$ cat config.mk
export PLATFORM = sky130hd
export DESIGN_NAME = add_mop
export DESIGN_NICKNAME = d
export VERILOG_FILES = /design/src/common/lau_pkg.sv /design/src/csa/cpr.sv /design/src/csa/csa_array.sv /design/src/hdl/add_mop.sv /design/src/hdl/cpa_prefix.sv
export SDC_FILE = /design/constraint.sdc
export NUM_CORES = 1
export LEC_CHECK = 0
export BUFFER_PORTS_ARGS = -buffer_cell sky130_fd_sc_hd__buf_4
export CORE_MARGIN = 3
export CORE_UTILIZATION = 44
export CTS_BUF_LIST = sky130_fd_sc_hd__clkbuf_8
export CTS_CLUSTER_DIAMETER = 120
export DETAILED_ROUTE_END_ITERATION = 10
export GPL_TIMING_DRIVEN = 0
export PLACE_DENSITY = 0.71
export SYNTH_ARGS = -nofsm -noshare
export SYNTH_HDL_FRONTEND = slang
export SYNTH_SLANG_ARGS = --single-unit
$ cat constraint.sdc
create_clock -name clk -period 2.4 [get_ports clk]
set_input_delay 0.48 -clock clk [delete_from_list [all_inputs] [get_ports clk]]
set_output_delay 0.48 -clock clk [all_outputs]
set_load 0.05 [all_outputs]
$ cat src/common/lau_pkg.sv
/*
 * lau_pkg
 * shared definitions for the multi-operand adder: the speed selector,
 * floor-log2 helper, operand and result widths, and vector types
 */

`default_nettype none

package lau_pkg;

	// structure selector for compressor and final adder
	typedef enum logic [1:0] {
		SLOW   = 2'b00,
		MEDIUM = 2'b01,
		FAST   = 2'b10
	} speed_e;

	// floor(log2(n)), meaningful for n > 0
	function automatic int log2floor(input int n);
		int m;
		int p;
		m = -1;
		p = 1;
		// count doublings until p passes n
		while (p <= n) begin
			m = m + 1;
			p = p * 2;
		end
		return m;
	endfunction

	// number of summed operands, compressor needs at least 4
	localparam int OPERANDS = 6;

	// bits per operand
	localparam int OP_WIDTH = 16;

	// result width, large enough that the full sum never overflows
	localparam int SUM_WIDTH = OP_WIDTH + log2floor(OPERANDS - 1) + 1;

	// one operand
	typedef logic [OP_WIDTH-1:0] operand_t;

	// all operands packed, operand k in slice k
	typedef logic [OPERANDS*OP_WIDTH-1:0] opvec_t;

	// results, carry-save vectors and final sum
	typedef logic [SUM_WIDTH-1:0] sum_t;

endpackage

`default_nettype wire

$ cat src/csa/cpr.sv
/*
 * cpr
 * (m,2)-compressor for one bit column: adds depth input bits plus the
 * intermediate carries of the column below, giving one sum bit, one carry
 * bit and depth-3 intermediate carries for the column above.
 * SLOW uses a linear chain of full adders, otherwise a full-adder tree.
 */

`timescale 1ns/1ps
`default_nettype none

module cpr #(
	parameter int              depth = 4,
	parameter lau_pkg::speed_e speed = lau_pkg::FAST
) (
	input  logic [depth-1:0] a,
	input  logic [depth-4:0] ci,
	output logic             s,
	output logic             c,
	output logic [depth-4:0] co
);

	// full-adder sum
	function automatic logic fa_sum(input logic x, input logic y, input logic z);
		return x ^ y ^ z;
	endfunction

	// full-adder carry, majority of three
	function automatic logic fa_maj(input logic x, input logic y, input logic z);
		return (x & y) | (x & z) | (y & z);
	endfunction

	// carries of all depth-2 full adders
	logic [depth-3:0] cot;

	// compressor only defined from four inputs up
	if (depth < 4) begin : g_depth_check
		$error("cpr: depth must be at least 4");
	end

	if (speed == lau_pkg::SLOW) begin : g_linear
		// running sum along the chain
		logic [depth-3:0] sc;

		// first adder takes three input bits
		assign sc[0]  = fa_sum(a[0], a[1], a[2]);
		assign cot[0] = fa_maj(a[0], a[1], a[2]);

		// each further adder: next input bit, one carry in, previous sum
		for (genvar i = 1; i < depth-2; i++) begin : g_fa
			assign sc[i]  = fa_sum(a[i+2], ci[i-1], sc[i-1]);
			assign cot[i] = fa_maj(a[i+2], ci[i-1], sc[i-1]);
		end

		// chain depth is depth-2 adders
		assign s = sc[depth-3];
	end else begin : g_tree
		// signal queue: inputs first, then sums and carries as they appear
		logic [3*depth-6:0] f;

		assign f[depth-1:0] = a;

		for (genvar i = 0; i < depth-2; i++) begin : g_fa
			// pop three from the front, push the sum to the back
			assign f[depth+2*i] = fa_sum(f[3*i], f[3*i+1], f[3*i+2]);
			assign cot[i]       = fa_maj(f[3*i], f[3*i+1], f[3*i+2]);

			// then push one incoming carry behind it
			// last slot would hold a constant zero, so it is left out
			if (i < depth-3) begin : g_cin
				assign f[depth+2*i+1] = ci[i];
			end
		end

		// last sum of the tree
		assign s = f[3*depth-6];
	end

	// first depth-3 carries go to the next column
	assign co = cot[depth-4:0];

	// last carry is the column's carry bit
	assign c = cot[depth-3];

endmodule

`default_nettype wire

$ cat src/csa/csa_array.sv
/*
 * csa_array
 * carry-save reduction of all operands: one compressor per result bit,
 * intermediate carries chained upward column by column.
 * cs_sum + cs_carry equals the sum of all operands.
 */

`timescale 1ns/1ps
`default_nettype none

module csa_array #(
	parameter lau_pkg::speed_e speed = lau_pkg::FAST
) (
	input  lau_pkg::opvec_t ops,
	output lau_pkg::sum_t   cs_sum,
	output lau_pkg::sum_t   cs_carry
);

	localparam int W  = lau_pkg::SUM_WIDTH;
	localparam int N  = lau_pkg::OPERANDS;
	localparam int OW = lau_pkg::OP_WIDTH;

	// operands split out, slice k is operand k
	lau_pkg::operand_t [N-1:0] opnd;

	// operand bits regrouped by column, zero above OW
	logic [W-1:0][N-1:0] col;

	// intermediate carries out of each column
	logic [W-1:0][N-4:0] ich;

	// carry bit of each column, weight one column up
	logic [W-1:0] col_c;

	assign opnd = ops;

	for (genvar i = 0; i < W; i++) begin : g_col
		// bit i of every operand
		for (genvar k = 0; k < N; k++) begin : g_bit
			if (i < OW) begin : g_op
				assign col[i][k] = opnd[k][i];
			end else begin : g_ext
				assign col[i][k] = 1'b0;
			end
		end

		// column 0 has no carries coming in
		if (i == 0) begin : g_first
			cpr #(
				.depth(N),
				.speed(speed)
			) u_cpr (
				.a (col[i]),
				.ci({(N-3){1'b0}}),
				.s (cs_sum[i]),
				.c (col_c[i]),
				.co(ich[i])
			);
		end else begin : g_next
			cpr #(
				.depth(N),
				.speed(speed)
			) u_cpr (
				.a (col[i]),
				.ci(ich[i-1]),
				.s (cs_sum[i]),
				.c (col_c[i]),
				.co(ich[i])
			);
		end
	end

	// carries shift up one bit
	// top column's carry and ich[W-1] stay zero for in-range inputs, dropped
	assign cs_carry = {col_c[W-2:0], 1'b0};

endmodule

`default_nettype wire

$ cat src/hdl/add_mop.sv
/*
 * add_mop
 * pipelined adder for six 16-bit operands: input register, carry-save
 * compressor row, register, final carry-propagate adder, output register.
 * results leave three cycles after their inputs, one set per cycle.
 */

`timescale 1ns/1ps
`default_nettype none

module add_mop #(
	parameter lau_pkg::speed_e speed = lau_pkg::FAST
) (
	input  logic            clk,
	input  logic            rst_n,
	input  logic            in_valid,
	input  lau_pkg::opvec_t ops,
	output logic            out_valid,
	output lau_pkg::sum_t   sum
);

	localparam int W = lau_pkg::SUM_WIDTH;

	// stage valid bits, out_valid is the third
	logic v1;
	logic v2;

	// stage 1 data
	lau_pkg::opvec_t ops_q;

	// carry-save vectors, combinational and registered
	lau_pkg::sum_t cs_sum;
	lau_pkg::sum_t cs_carry;
	lau_pkg::sum_t sum_q;
	lau_pkg::sum_t carry_q;

	// final adder output
	lau_pkg::sum_t cpa_s;

	// valid pipeline
	always_ff @(posedge clk or negedge rst_n) begin
		if (!rst_n) begin
			v1        <= 1'b0;
			v2        <= 1'b0;
			out_valid <= 1'b0;
		end else begin
			v1        <= in_valid;
			v2        <= v1;
			out_valid <= v2;
		end
	end

	// data stages load only with their valid, sum holds between results
	always_ff @(posedge clk) begin
		if (in_valid) begin
			ops_q <= ops;
		end
		if (v1) begin
			sum_q   <= cs_sum;
			carry_q <= cs_carry;
		end
		if (v2) begin
			sum <= cpa_s;
		end
	end

	// six operands down to two vectors
	csa_array #(
		.speed(speed)
	) u_csa_array (
		.ops     (ops_q),
		.cs_sum  (cs_sum),
		.cs_carry(cs_carry)
	);

	// two vectors down to one
	cpa_prefix #(
		.speed(speed)
	) u_cpa_prefix (
		.a(sum_q),
		.b(carry_q),
		.s(cpa_s)
	);

	// a set top carry bit would mean the sum lost its top carry
	assert property (@(posedge clk) disable iff (!rst_n)
		v2 |-> !carry_q[W-1])
	else $error("add_mop: carry-save top carry set, sum overflow");

	// valid never unknown once out of reset
	assert property (@(posedge clk) disable iff (!rst_n)
		!$isunknown(out_valid))
	else $error("add_mop: out_valid unknown");

	// fixed three-cycle latency through all stages
	assert property (@(posedge clk) disable iff (!rst_n)
		$past(rst_n, 3) |-> (out_valid == $past(in_valid, 3)))
	else $error("add_mop: out_valid does not follow in_valid by three cycles");

endmodule

`default_nettype wire

$ cat src/hdl/cpa_prefix.sv
/*
 * cpa_prefix
 * final carry-propagate adder for the carry-save vectors.
 * SLOW ripples the carry, MEDIUM and FAST use a Sklansky prefix tree.
 * carry out of the top bit is not formed, the result never overflows.
 */

`timescale 1ns/1ps
`default_nettype none

module cpa_prefix #(
	parameter lau_pkg::speed_e speed = lau_pkg::FAST
) (
	input  lau_pkg::sum_t a,
	input  lau_pkg::sum_t b,
	output lau_pkg::sum_t s
);

	localparam int W = lau_pkg::SUM_WIDTH;

	// carries into the top bit only need the lower W-1 bits
	localparam int N = W - 1;

	// prefix levels so that 2**L covers N bits
	localparam int L = lau_pkg::log2floor(N - 1) + 1;

	// bitwise generate over the lower bits
	logic [N-1:0] g;

	// bitwise propagate, full width for the sum
	logic [W-1:0] p;

	// carry into each bit, no carry into bit 0
	logic [W-1:0] c;

	assign g = a[N-1:0] & b[N-1:0];
	assign p = a ^ b;

	if (speed == lau_pkg::SLOW) begin : g_ripple
		assign c[0] = 1'b0;

		// one carry stage per bit
		for (genvar i = 1; i < W; i++) begin : g_bit
			assign c[i] = g[i-1] | (p[i-1] & c[i-1]);
		end
	end else begin : g_sklansky
		// group generate per level, level 0 is the bitwise one
		logic [L:0][N-1:0] gl;

		// group propagate, not needed after the last level
		logic [L-1:0][N-1:0] pl;

		assign gl[0] = g;
		assign pl[0] = p[N-1:0];

		for (genvar l = 1; l <= L; l++) begin : g_lvl
			for (genvar i = 0; i < N; i++) begin : g_bit
				if (((i >> (l-1)) & 1) == 1) begin : g_op
					// top bit of the block below this half
					localparam int J = ((i >> (l-1)) << (l-1)) - 1;

					assign gl[l][i] = gl[l-1][i] | (pl[l-1][i] & gl[l-1][J]);
					if (l < L) begin : g_p
						assign pl[l][i] = pl[l-1][i] & pl[l-1][J];
					end
				end else begin : g_pass
					// lower half of the block passes through
					assign gl[l][i] = gl[l-1][i];
					if (l < L) begin : g_p
						assign pl[l][i] = pl[l-1][i];
					end
				end
			end
		end

		// group generate of bits 0..i is the carry into bit i+1
		assign c = {gl[L], 1'b0};
	end

	// sum bits
	assign s = p ^ c;

endmodule

`default_nettype wire

# Yosys cells after proc, flatten, opt, wreduce, memory -nomap -nowiden
# Cells that the tools add are included.
[totals]
out_inout_bits = 20
romBits = 0
elab_cells = 541
mem_count = 0
latchBits = 0
inputBits = 99
mem_bits_rw = 0
reg_bits = 151
[classes]
addsub = 0
muxes = 0
n_bitwise = 534
reduce_logical = 0
multipliers = 0
eq_ne = 0
order_cmp = 0
div = 0
n_shift = 0
[op_table]
columns = ["operator", "n"]
rows = [
  ["$and 1x1->1", 243],
  ["$or 1x1->1", 161],
  ["$xor 1x1->1", 127],
  ["$xor 19x19->19", 1],
  ["$and 17x18->18", 1],
  ["$xor 17x18->18", 1],
]

# Depth between registers and ports, before layout
[logic_depth]
ltp_word = 12
mapped_depth = 9
depth_no_buf = 9

# Hierarchy
# A second synthesis with hierarchy kept.
[hier_totals]
cells_unflattened = 530
area_unflattened_um2 = 7816.2
[by_module_without_submodules]
columns = ["mod", "cells_per_inst", "instances", "seq_area_each_um2", "area_per_inst_um2"]
rows = [
  ["add_mop", 156, 1, 4669.5, 4669.5],
  ["cpr", 14, 19, 0.0, 117.6],
  ["cpa_prefix", 88, 1, 0.0, 765.7],
  ["csa_array", 20, 1, 0.0, 146.4],
]

# Worst setup path before layout
# Ideal clock, no wire load.
[synth_timing]
kind = "register to register"
from = "register sum_q[2]"
to = "register sum[17] (data pin)"
slack_ps = -129
path_stages_with_launch = 10
synth_period_minus_slack_ps = 2529
required_ps = 2142
setup_ps = 258
n_path_buf = 0
t_arrival_ps = 2271
cell_sequence = "edfxtp_1 -> ha_1 -> fa_1 -> a211oi_2 -> o21bai_2 -> a21o_1 -> nand2_1 -> o21ai_0 -> fa_1 -> xor2_1"
[synth_between]
elab_chain_len = 11
word_cells_on_any_way = 14
cone_classes = "bitwise: 14"
[synth_lines]
columns = ["item", "line_no", "text"]
rows = [
  ["start: declaration", "add_mop.sv:34", "lau_pkg::sum_t sum_q;"],
  ["start signal: assignment", "add_mop.sv:59", "sum_q <= cs_sum;"],
  ["$and 17x18->18 or $xor 17x18->18 (tied branches)", "cpa_prefix.sv:36, cpa_prefix.sv:37", ""],
  ["$and 1x1->1 (on tied branches)", "cpa_prefix.sv:62, cpa_prefix.sv:64", ""],
  ["$or 1x1->1 or $and 1x1->1 (tied branches)", "cpa_prefix.sv:62", "assign gl[l][i] = gl[l-1][i] | (pl[l-1][i] & gl[l-1][J]);"],
  ["$or 1x1->1 (*)", "cpa_prefix.sv:62", ""],
  ["$and 1x1->1 (*)", "cpa_prefix.sv:62", ""],
  ["$or 1x1->1 (*)", "cpa_prefix.sv:62", ""],
  ["$and 1x1->1 (*)", "cpa_prefix.sv:62", ""],
  ["$or 1x1->1 (*)", "cpa_prefix.sv:62", ""],
  ["$and 1x1->1 (*)", "cpa_prefix.sv:62", ""],
  ["$or 1x1->1 (*)", "cpa_prefix.sv:62", ""],
  ["$xor 19x19->19 (*)", "cpa_prefix.sv:81", "assign s = p ^ c;"],
  ["net cpa_s[17]", "add_mop.sv:38", "lau_pkg::sum_t cpa_s;"],
  ["end signal: assignment", "add_mop.sv:63", "sum <= cpa_s;"],
  ["end: declaration", "add_mop.sv:19", "output lau_pkg::sum_t sum"],
]
# Mark *: on every way through the listed nets, which the timed path passes. The rest lies on a longest branch.
# A chain may end at the register's enable or synchronous reset.

# Final worst setup path
[layout_timing]
from = "register carry_q[2]"
to = "register sum[17] (data pin)"
[layout_between]
elab_chain_len = 11
word_cells_on_any_way = 14
cone_classes = "bitwise: 14"
[layout_lines]
columns = ["item", "line_no", "text"]
rows = [
  ["start: declaration", "add_mop.sv:35", "lau_pkg::sum_t carry_q;"],
  ["start signal: assignment", "add_mop.sv:60", "carry_q <= cs_carry;"],
  ["$and 17x18->18 or $xor 17x18->18 (tied branches)", "cpa_prefix.sv:36, cpa_prefix.sv:37", ""],
  ["$and 1x1->1 (on tied branches)", "cpa_prefix.sv:62, cpa_prefix.sv:64", ""],
  ["$or 1x1->1 or $and 1x1->1 (tied branches)", "cpa_prefix.sv:62", ""],
  ["$or 1x1->1 (*)", "cpa_prefix.sv:62", ""],
  ["$and 1x1->1 (*)", "cpa_prefix.sv:62", ""],
  ["$or 1x1->1 (*)", "cpa_prefix.sv:62", ""],
  ["$and 1x1->1 (*)", "cpa_prefix.sv:62", ""],
  ["$or 1x1->1 (*)", "cpa_prefix.sv:62", ""],
  ["$and 1x1->1 (*)", "cpa_prefix.sv:62", ""],
  ["$or 1x1->1 (*)", "cpa_prefix.sv:62", ""],
  ["$xor 19x19->19 (*)", "cpa_prefix.sv:81", ""],
  ["net cpa_s[17]", "add_mop.sv:38", ""],
]
# Marked as above.

==> results_tabular.tex <==
\begin{tabular}{lr}
\hline
Metric & Value \\
\hline
\multicolumn{2}{l}{\textbf{Yosys}} \\
Number of nets in the synthesized netlist & 581 \\
Number of standard cells after synthesis & 400 \\
Netlist area before placement & 0.00682 mm\^{}2 \\
List of most frequent post-synthesis cells & 148 x sky130\_fd\_sc\_hd\_\_edfxtp\_1, 122 x sky130\_fd\_sc\_hd\_\_inv\_1, 67 x sky130\_fd\_sc\_hd\_\_fa\_1, 15 x sky130\_fd\_sc\_hd\_\_ha\_1, 8 x sky130\_fd\_sc\_hd\_\_xor2\_1 \\
Synth Warn \# & 0 \\
Yosys reg bits & 151 \\
Async S/R FF share, synth & 1.99\% \\
Syn\_area\_per\_cell & 17.0 um\^{}2 \\
Unique cell type count in the Yosys netlist & 25 \\
Fraction of synthesized cell area taken by the top area cell type & 65.2\% \\
Share of synthesized area occupied by flip-flops and latches & 66.3\% \\
Count of flip-flops with a built-in enable after synthesis & 148 \\
Most numerous cell in the Yosys netlist & sky130\_fd\_sc\_hd\_\_edfxtp\_1 \\
Primary FF master, synth & sky130\_fd\_sc\_hd\_\_edfxtp\_1 \\
Dominant cell type by area after synthesis & sky130\_fd\_sc\_hd\_\_edfxtp\_1 \\
Ranking of synthesized cells by area & sky130\_fd\_sc\_hd\_\_edfxtp\_1 65\%, sky130\_fd\_sc\_hd\_\_fa\_1 20\%, sky130\_fd\_sc\_hd\_\_inv\_1 6.7\%, sky130\_fd\_sc\_hd\_\_ha\_1 2.8\%, sky130\_fd\_sc\_hd\_\_dfrtp\_1 1.1\% \\
\multicolumn{2}{l}{\textbf{GRT}} \\
Global router's overall resource usage & 12.3\% \\
Largest net degree at the start of global routing & 98 \\
Via count of the first global-routing pass & 3482 \\
Final global-route overflow total & 0 \\
Initial antenna violation count & 0 \\
First-pass GRT wire length & 15700 um \\
\multicolumn{2}{l}{\textbf{Layout}} \\
Fill cell instance count of the final layout & 1175 \\
Final nets & 725 \\
Post-synthesis to final-layout area growth & 24.0\% \\
Share of final-layout standard cells stronger than drive strength 1 & 30.0\% \\
Count of antenna diodes in the layout & 0 \\
Number of cells in the finished layout apart from fillers & 741 \\
\multicolumn{2}{l}{\textbf{Placed design}} \\
Weighted congestion at the end of routability-driven global placement & 0.727 \\
Final HPWL DP & 7350 um \\
Number of placed instances, taps included & 702 \\
Input/output buffers & 118 \\
\multicolumn{2}{l}{\textbf{Setup path}} \\
Maximum fanout along the worst path & 3 \\
Largest stage delay on the critical path & 390 ps \\
Arrival @ worst endpoint & 2640 ps \\
Critical-path cell with the highest stage delay & sky130\_fd\_sc\_hd\_\_edfxtp\_1 \\
Startpoint Class & register \\
Worst reg2reg path startpoint & carry\_q[2] \\
Cell type with the highest occurrence count on the critical path & sky130\_fd\_sc\_hd\_\_fa\_2 \\
Worst path required time & 2600 ps \\
Reg-to-reg slack, setup & -40 ps \\
CP Capture Type & register \\
Crit Path Class & reg2reg \\
RR Endpoint & sum[17] \\
Worst reg-to-reg path cell count & 9 \\
Critical path, cell by cell & ha\_2, fa\_2, a211oi\_2, o21bai\_2, a21o\_1, nand2\_2, o21ai\_4, fa\_2, xor2\_1 \\
\multicolumn{2}{l}{\textbf{Detailed routing}} \\
Post-detailed-routing wire length & 9890 um \\
Violation count after the first detailed-routing iteration & 106 \\
First-pass detailed-route iteration total & 5 \\
Remaining routing DRC violations & 0 \\
Antenna-violating nets left & 0 \\
Post-detailed-route via-to-cell ratio & 4.40 \\
Wire length per cell & 13.3 um \\
Routed vias & 3264 \\
\multicolumn{2}{l}{\textbf{Power}} \\
Internal power & 0.00607 W \\
Proportion of power drawn by flip-flops and latches & 43.6\% \\
Fraction of power spent switching nets & 32.2\% \\
Combinational group share of total power & 34.3\% \\
Leakage power figure & 3.68 nW \\
Power per cell area & 1060 mW/mm\^{}2 \\
NetSw & 0.00289 W \\
Total power after layout & 0.00895 W \\
Peak supply drop & 0.000495 V \\
Clk network pwr share & 22.1\% \\
\multicolumn{2}{l}{\textbf{Outcome}} \\
Run status & finished, violations left \\
Violations in the final reports & negative setup slack \\
\multicolumn{2}{l}{\textbf{Floorplan}} \\
Initial cell density of the core & 45.9\% \\
Num ports & 119 \\
Die footprint & 0.0170 mm\^{}2 \\
Width of the die & 130 um \\
Floorplan core area & 0.0149 mm\^{}2 \\
Die extent in y & 130 um \\
Cell row count & 44 \\
\multicolumn{2}{l}{\textbf{Timing}} \\
Minimum period implied by the final worst setup slack & 2440 ps \\
Count of endpoints failing setup in the final report & 1 \\
Worst Clk Skew & 12.1 ps \\
Top achievable clock speed & 0.409 GHz \\
Count of final max-slew check failures & 0 \\
Slew of the pin with the lowest slew margin & 1180 ps \\
Setup repair after global routing missed its margin & true \\
Number of hold violations in the final report & 0 \\
Max-slew headroom at the worst pin & 21.0\% \\
Minimum setup slack in the final design & -42.1 ps \\
Period Utilization, post-route & 102\% \\
\multicolumn{2}{l}{\textbf{Clock network}} \\
Root buffer selected by CTS & sky130\_fd\_sc\_hd\_\_clkbuf\_8 \\
Clock Tree Buf Depth & 2 \\
Clock tree from TritonCTS & done \\
CTS H-Tree Depth & 4 \\
Source-to-sink clock delay at the later pin of the worst-skew pair & 440 ps \\
CTS buffer count & 17 \\
Total number of clock tree sinks & 151 \\
Post-CTS clock slew at the launch and capture registers of the worst setup and hold paths & 80 ps \\
\multicolumn{2}{l}{\textbf{Worst hold path}} \\
Hold Startpoint & ops[46] \\
Worst hold path depth & 1 \\
Hold-critical path endpoint & ops\_q[46] \\
Worst hold path type & in2reg \\
\multicolumn{2}{l}{\textbf{Job}} \\
Max Cap Violations & 0 \\
\hline
\end{tabular}
state kept, by name, summed over array words and instances, names as in the netlist:
name,cells
carry_q,16
out_valid,1
sum_q,17
sum,19
v2,1
v1,1
ops_q,96
final cells by class:
type / count / area, um^2 / share of cell area, %
flip-flops and latches: 151 / 4520 / 53.5
inverters: 122 / 458 / 5.42
multi-input cells: 127 / 1890 / 22.3
clock inverters: 12 / 138 / 1.63
repair buffers: 125 / 945 / 11.2
clock buffers: 20 / 275 / 3.26
well taps: 184 / 230 / 2.72
worst max-delay path by stage:
stage	cells past startpoint	slack, ps	startpoint	end
floorplan	9	7	sum_q[2]	sum[17]
global placement	9	-200	sum_q[2]	sum[17]
detailed placement	9	-260	carry_q[2]	sum[17]
CTS	9	-60	carry_q[2]	sum[17]
global route	9	-160	carry_q[2]	sum[17]
finish	9	-40	carry_q[2]	sum[17]
critical path, delay by kind of cell, from the launching register on:
kind,cells,cell delay [ps]
adders and majority gates,3,890
AOI/OAI and AO/OA,4,630
and+or+nand+nor,1,110
xor gates and xnor gates,1,170
DFF,1,390
per-stage QoR:
step	hold WS (ps)	area (um^2)	util [%]	worst slack, ps	TNS, ps
3_3_place_gp	272	7940	53.4	-197	-299
5_1_grt	156	8450	56.9	-156	-449
3_5_place_dp	271	7940	53.4	-256	-410
4_1_cts	167	8400	56.5	-61.2	-61.2
6_report	210	8450	56.9	-42.1	-42.1
2_1_floorplan	184	6830	-	6.64	0
power by group through the flow:
| stage | combinational, W | sequential (W) | clock (W) |
|---|---|---|---|
| 6_report | 0.00307 | 0.00391 | 0.00198 |
| 5_1_grt | 0.00346 | 0.00397 | 0.00218 |
| 4_1_cts | 0.00303 | 0.00392 | 0.00205 |
| 3_5_place_dp | 0.00292 | 0.00398 | 0 |
| 3_3_place_gp | 0.00282 | 0.00396 | 0 |
| 2_1_floorplan | 0.00150 | 0.00448 | 0 |
logic make-up (layout without fill, tap and decap cells):
group / after synthesis / in the layout / share of synthesized area [%]
adders and majority gates: 82 / 82 / 22.4
and+or+nand+nor: 11 / 11 / 0.734
buffers and inverters: 122 / 279 / 6.72
xor gates and xnor gates: 11 / 11 / 1.41
AOI/OAI and AO/OA: 23 / 23 / 2.44
DFF: 151 / 151 / 66.3
repair_timing:
item / in CTS / in global routing
setup endpoints to repair: 4 / 9
gates resized for setup: 4 / 4
hold buffers: 1 / 0
pin swaps: 5 / 11
setup buffers: 3 / 3
hold endpoints to repair: 3 / 0
routing by layer:
layer  share of wire (%)  GRT usage (%)  vias to the layer above
met2                  52           19.8                       82
met1                  41           15.1                     1585
met3                 5.2           4.47                       19
met5                   0              0                        -
met4                 1.8           5.08                        0
li1                    -              -                     1578
placed cells by master (no fill, tap or decap), types with 2 or more instances in the layout:
| cell type | n |
|---|---|
| sky130_fd_sc_hd__nor2_1 | 3 |
| sky130_fd_sc_hd__inv_1 | 126 |
| sky130_fd_sc_hd__nand2_1 | 2 |
| sky130_fd_sc_hd__a21oi_2 | 2 |
| sky130_fd_sc_hd__fa_2 | 3 |
| sky130_fd_sc_hd__bufinv_16 | 3 |
| sky130_fd_sc_hd__edfxtp_1 | 148 |
| sky130_fd_sc_hd__ha_1 | 14 |
| sky130_fd_sc_hd__clkbuf_8 | 20 |
| sky130_fd_sc_hd__a21oi_1 | 5 |
| sky130_fd_sc_hd__o21ai_0 | 4 |
| sky130_fd_sc_hd__xnor2_1 | 3 |
| sky130_fd_sc_hd__xor2_1 | 8 |
| sky130_fd_sc_hd__clkinv_2 | 2 |
| sky130_fd_sc_hd__clkinvlp_4 | 3 |
| sky130_fd_sc_hd__a21o_1 | 3 |
| sky130_fd_sc_hd__dfrtp_1 | 2 |
| sky130_fd_sc_hd__buf_4 | 123 |
| sky130_fd_sc_hd__fa_1 | 64 |
Note: power is estimated with default switching activity, not from simulation.
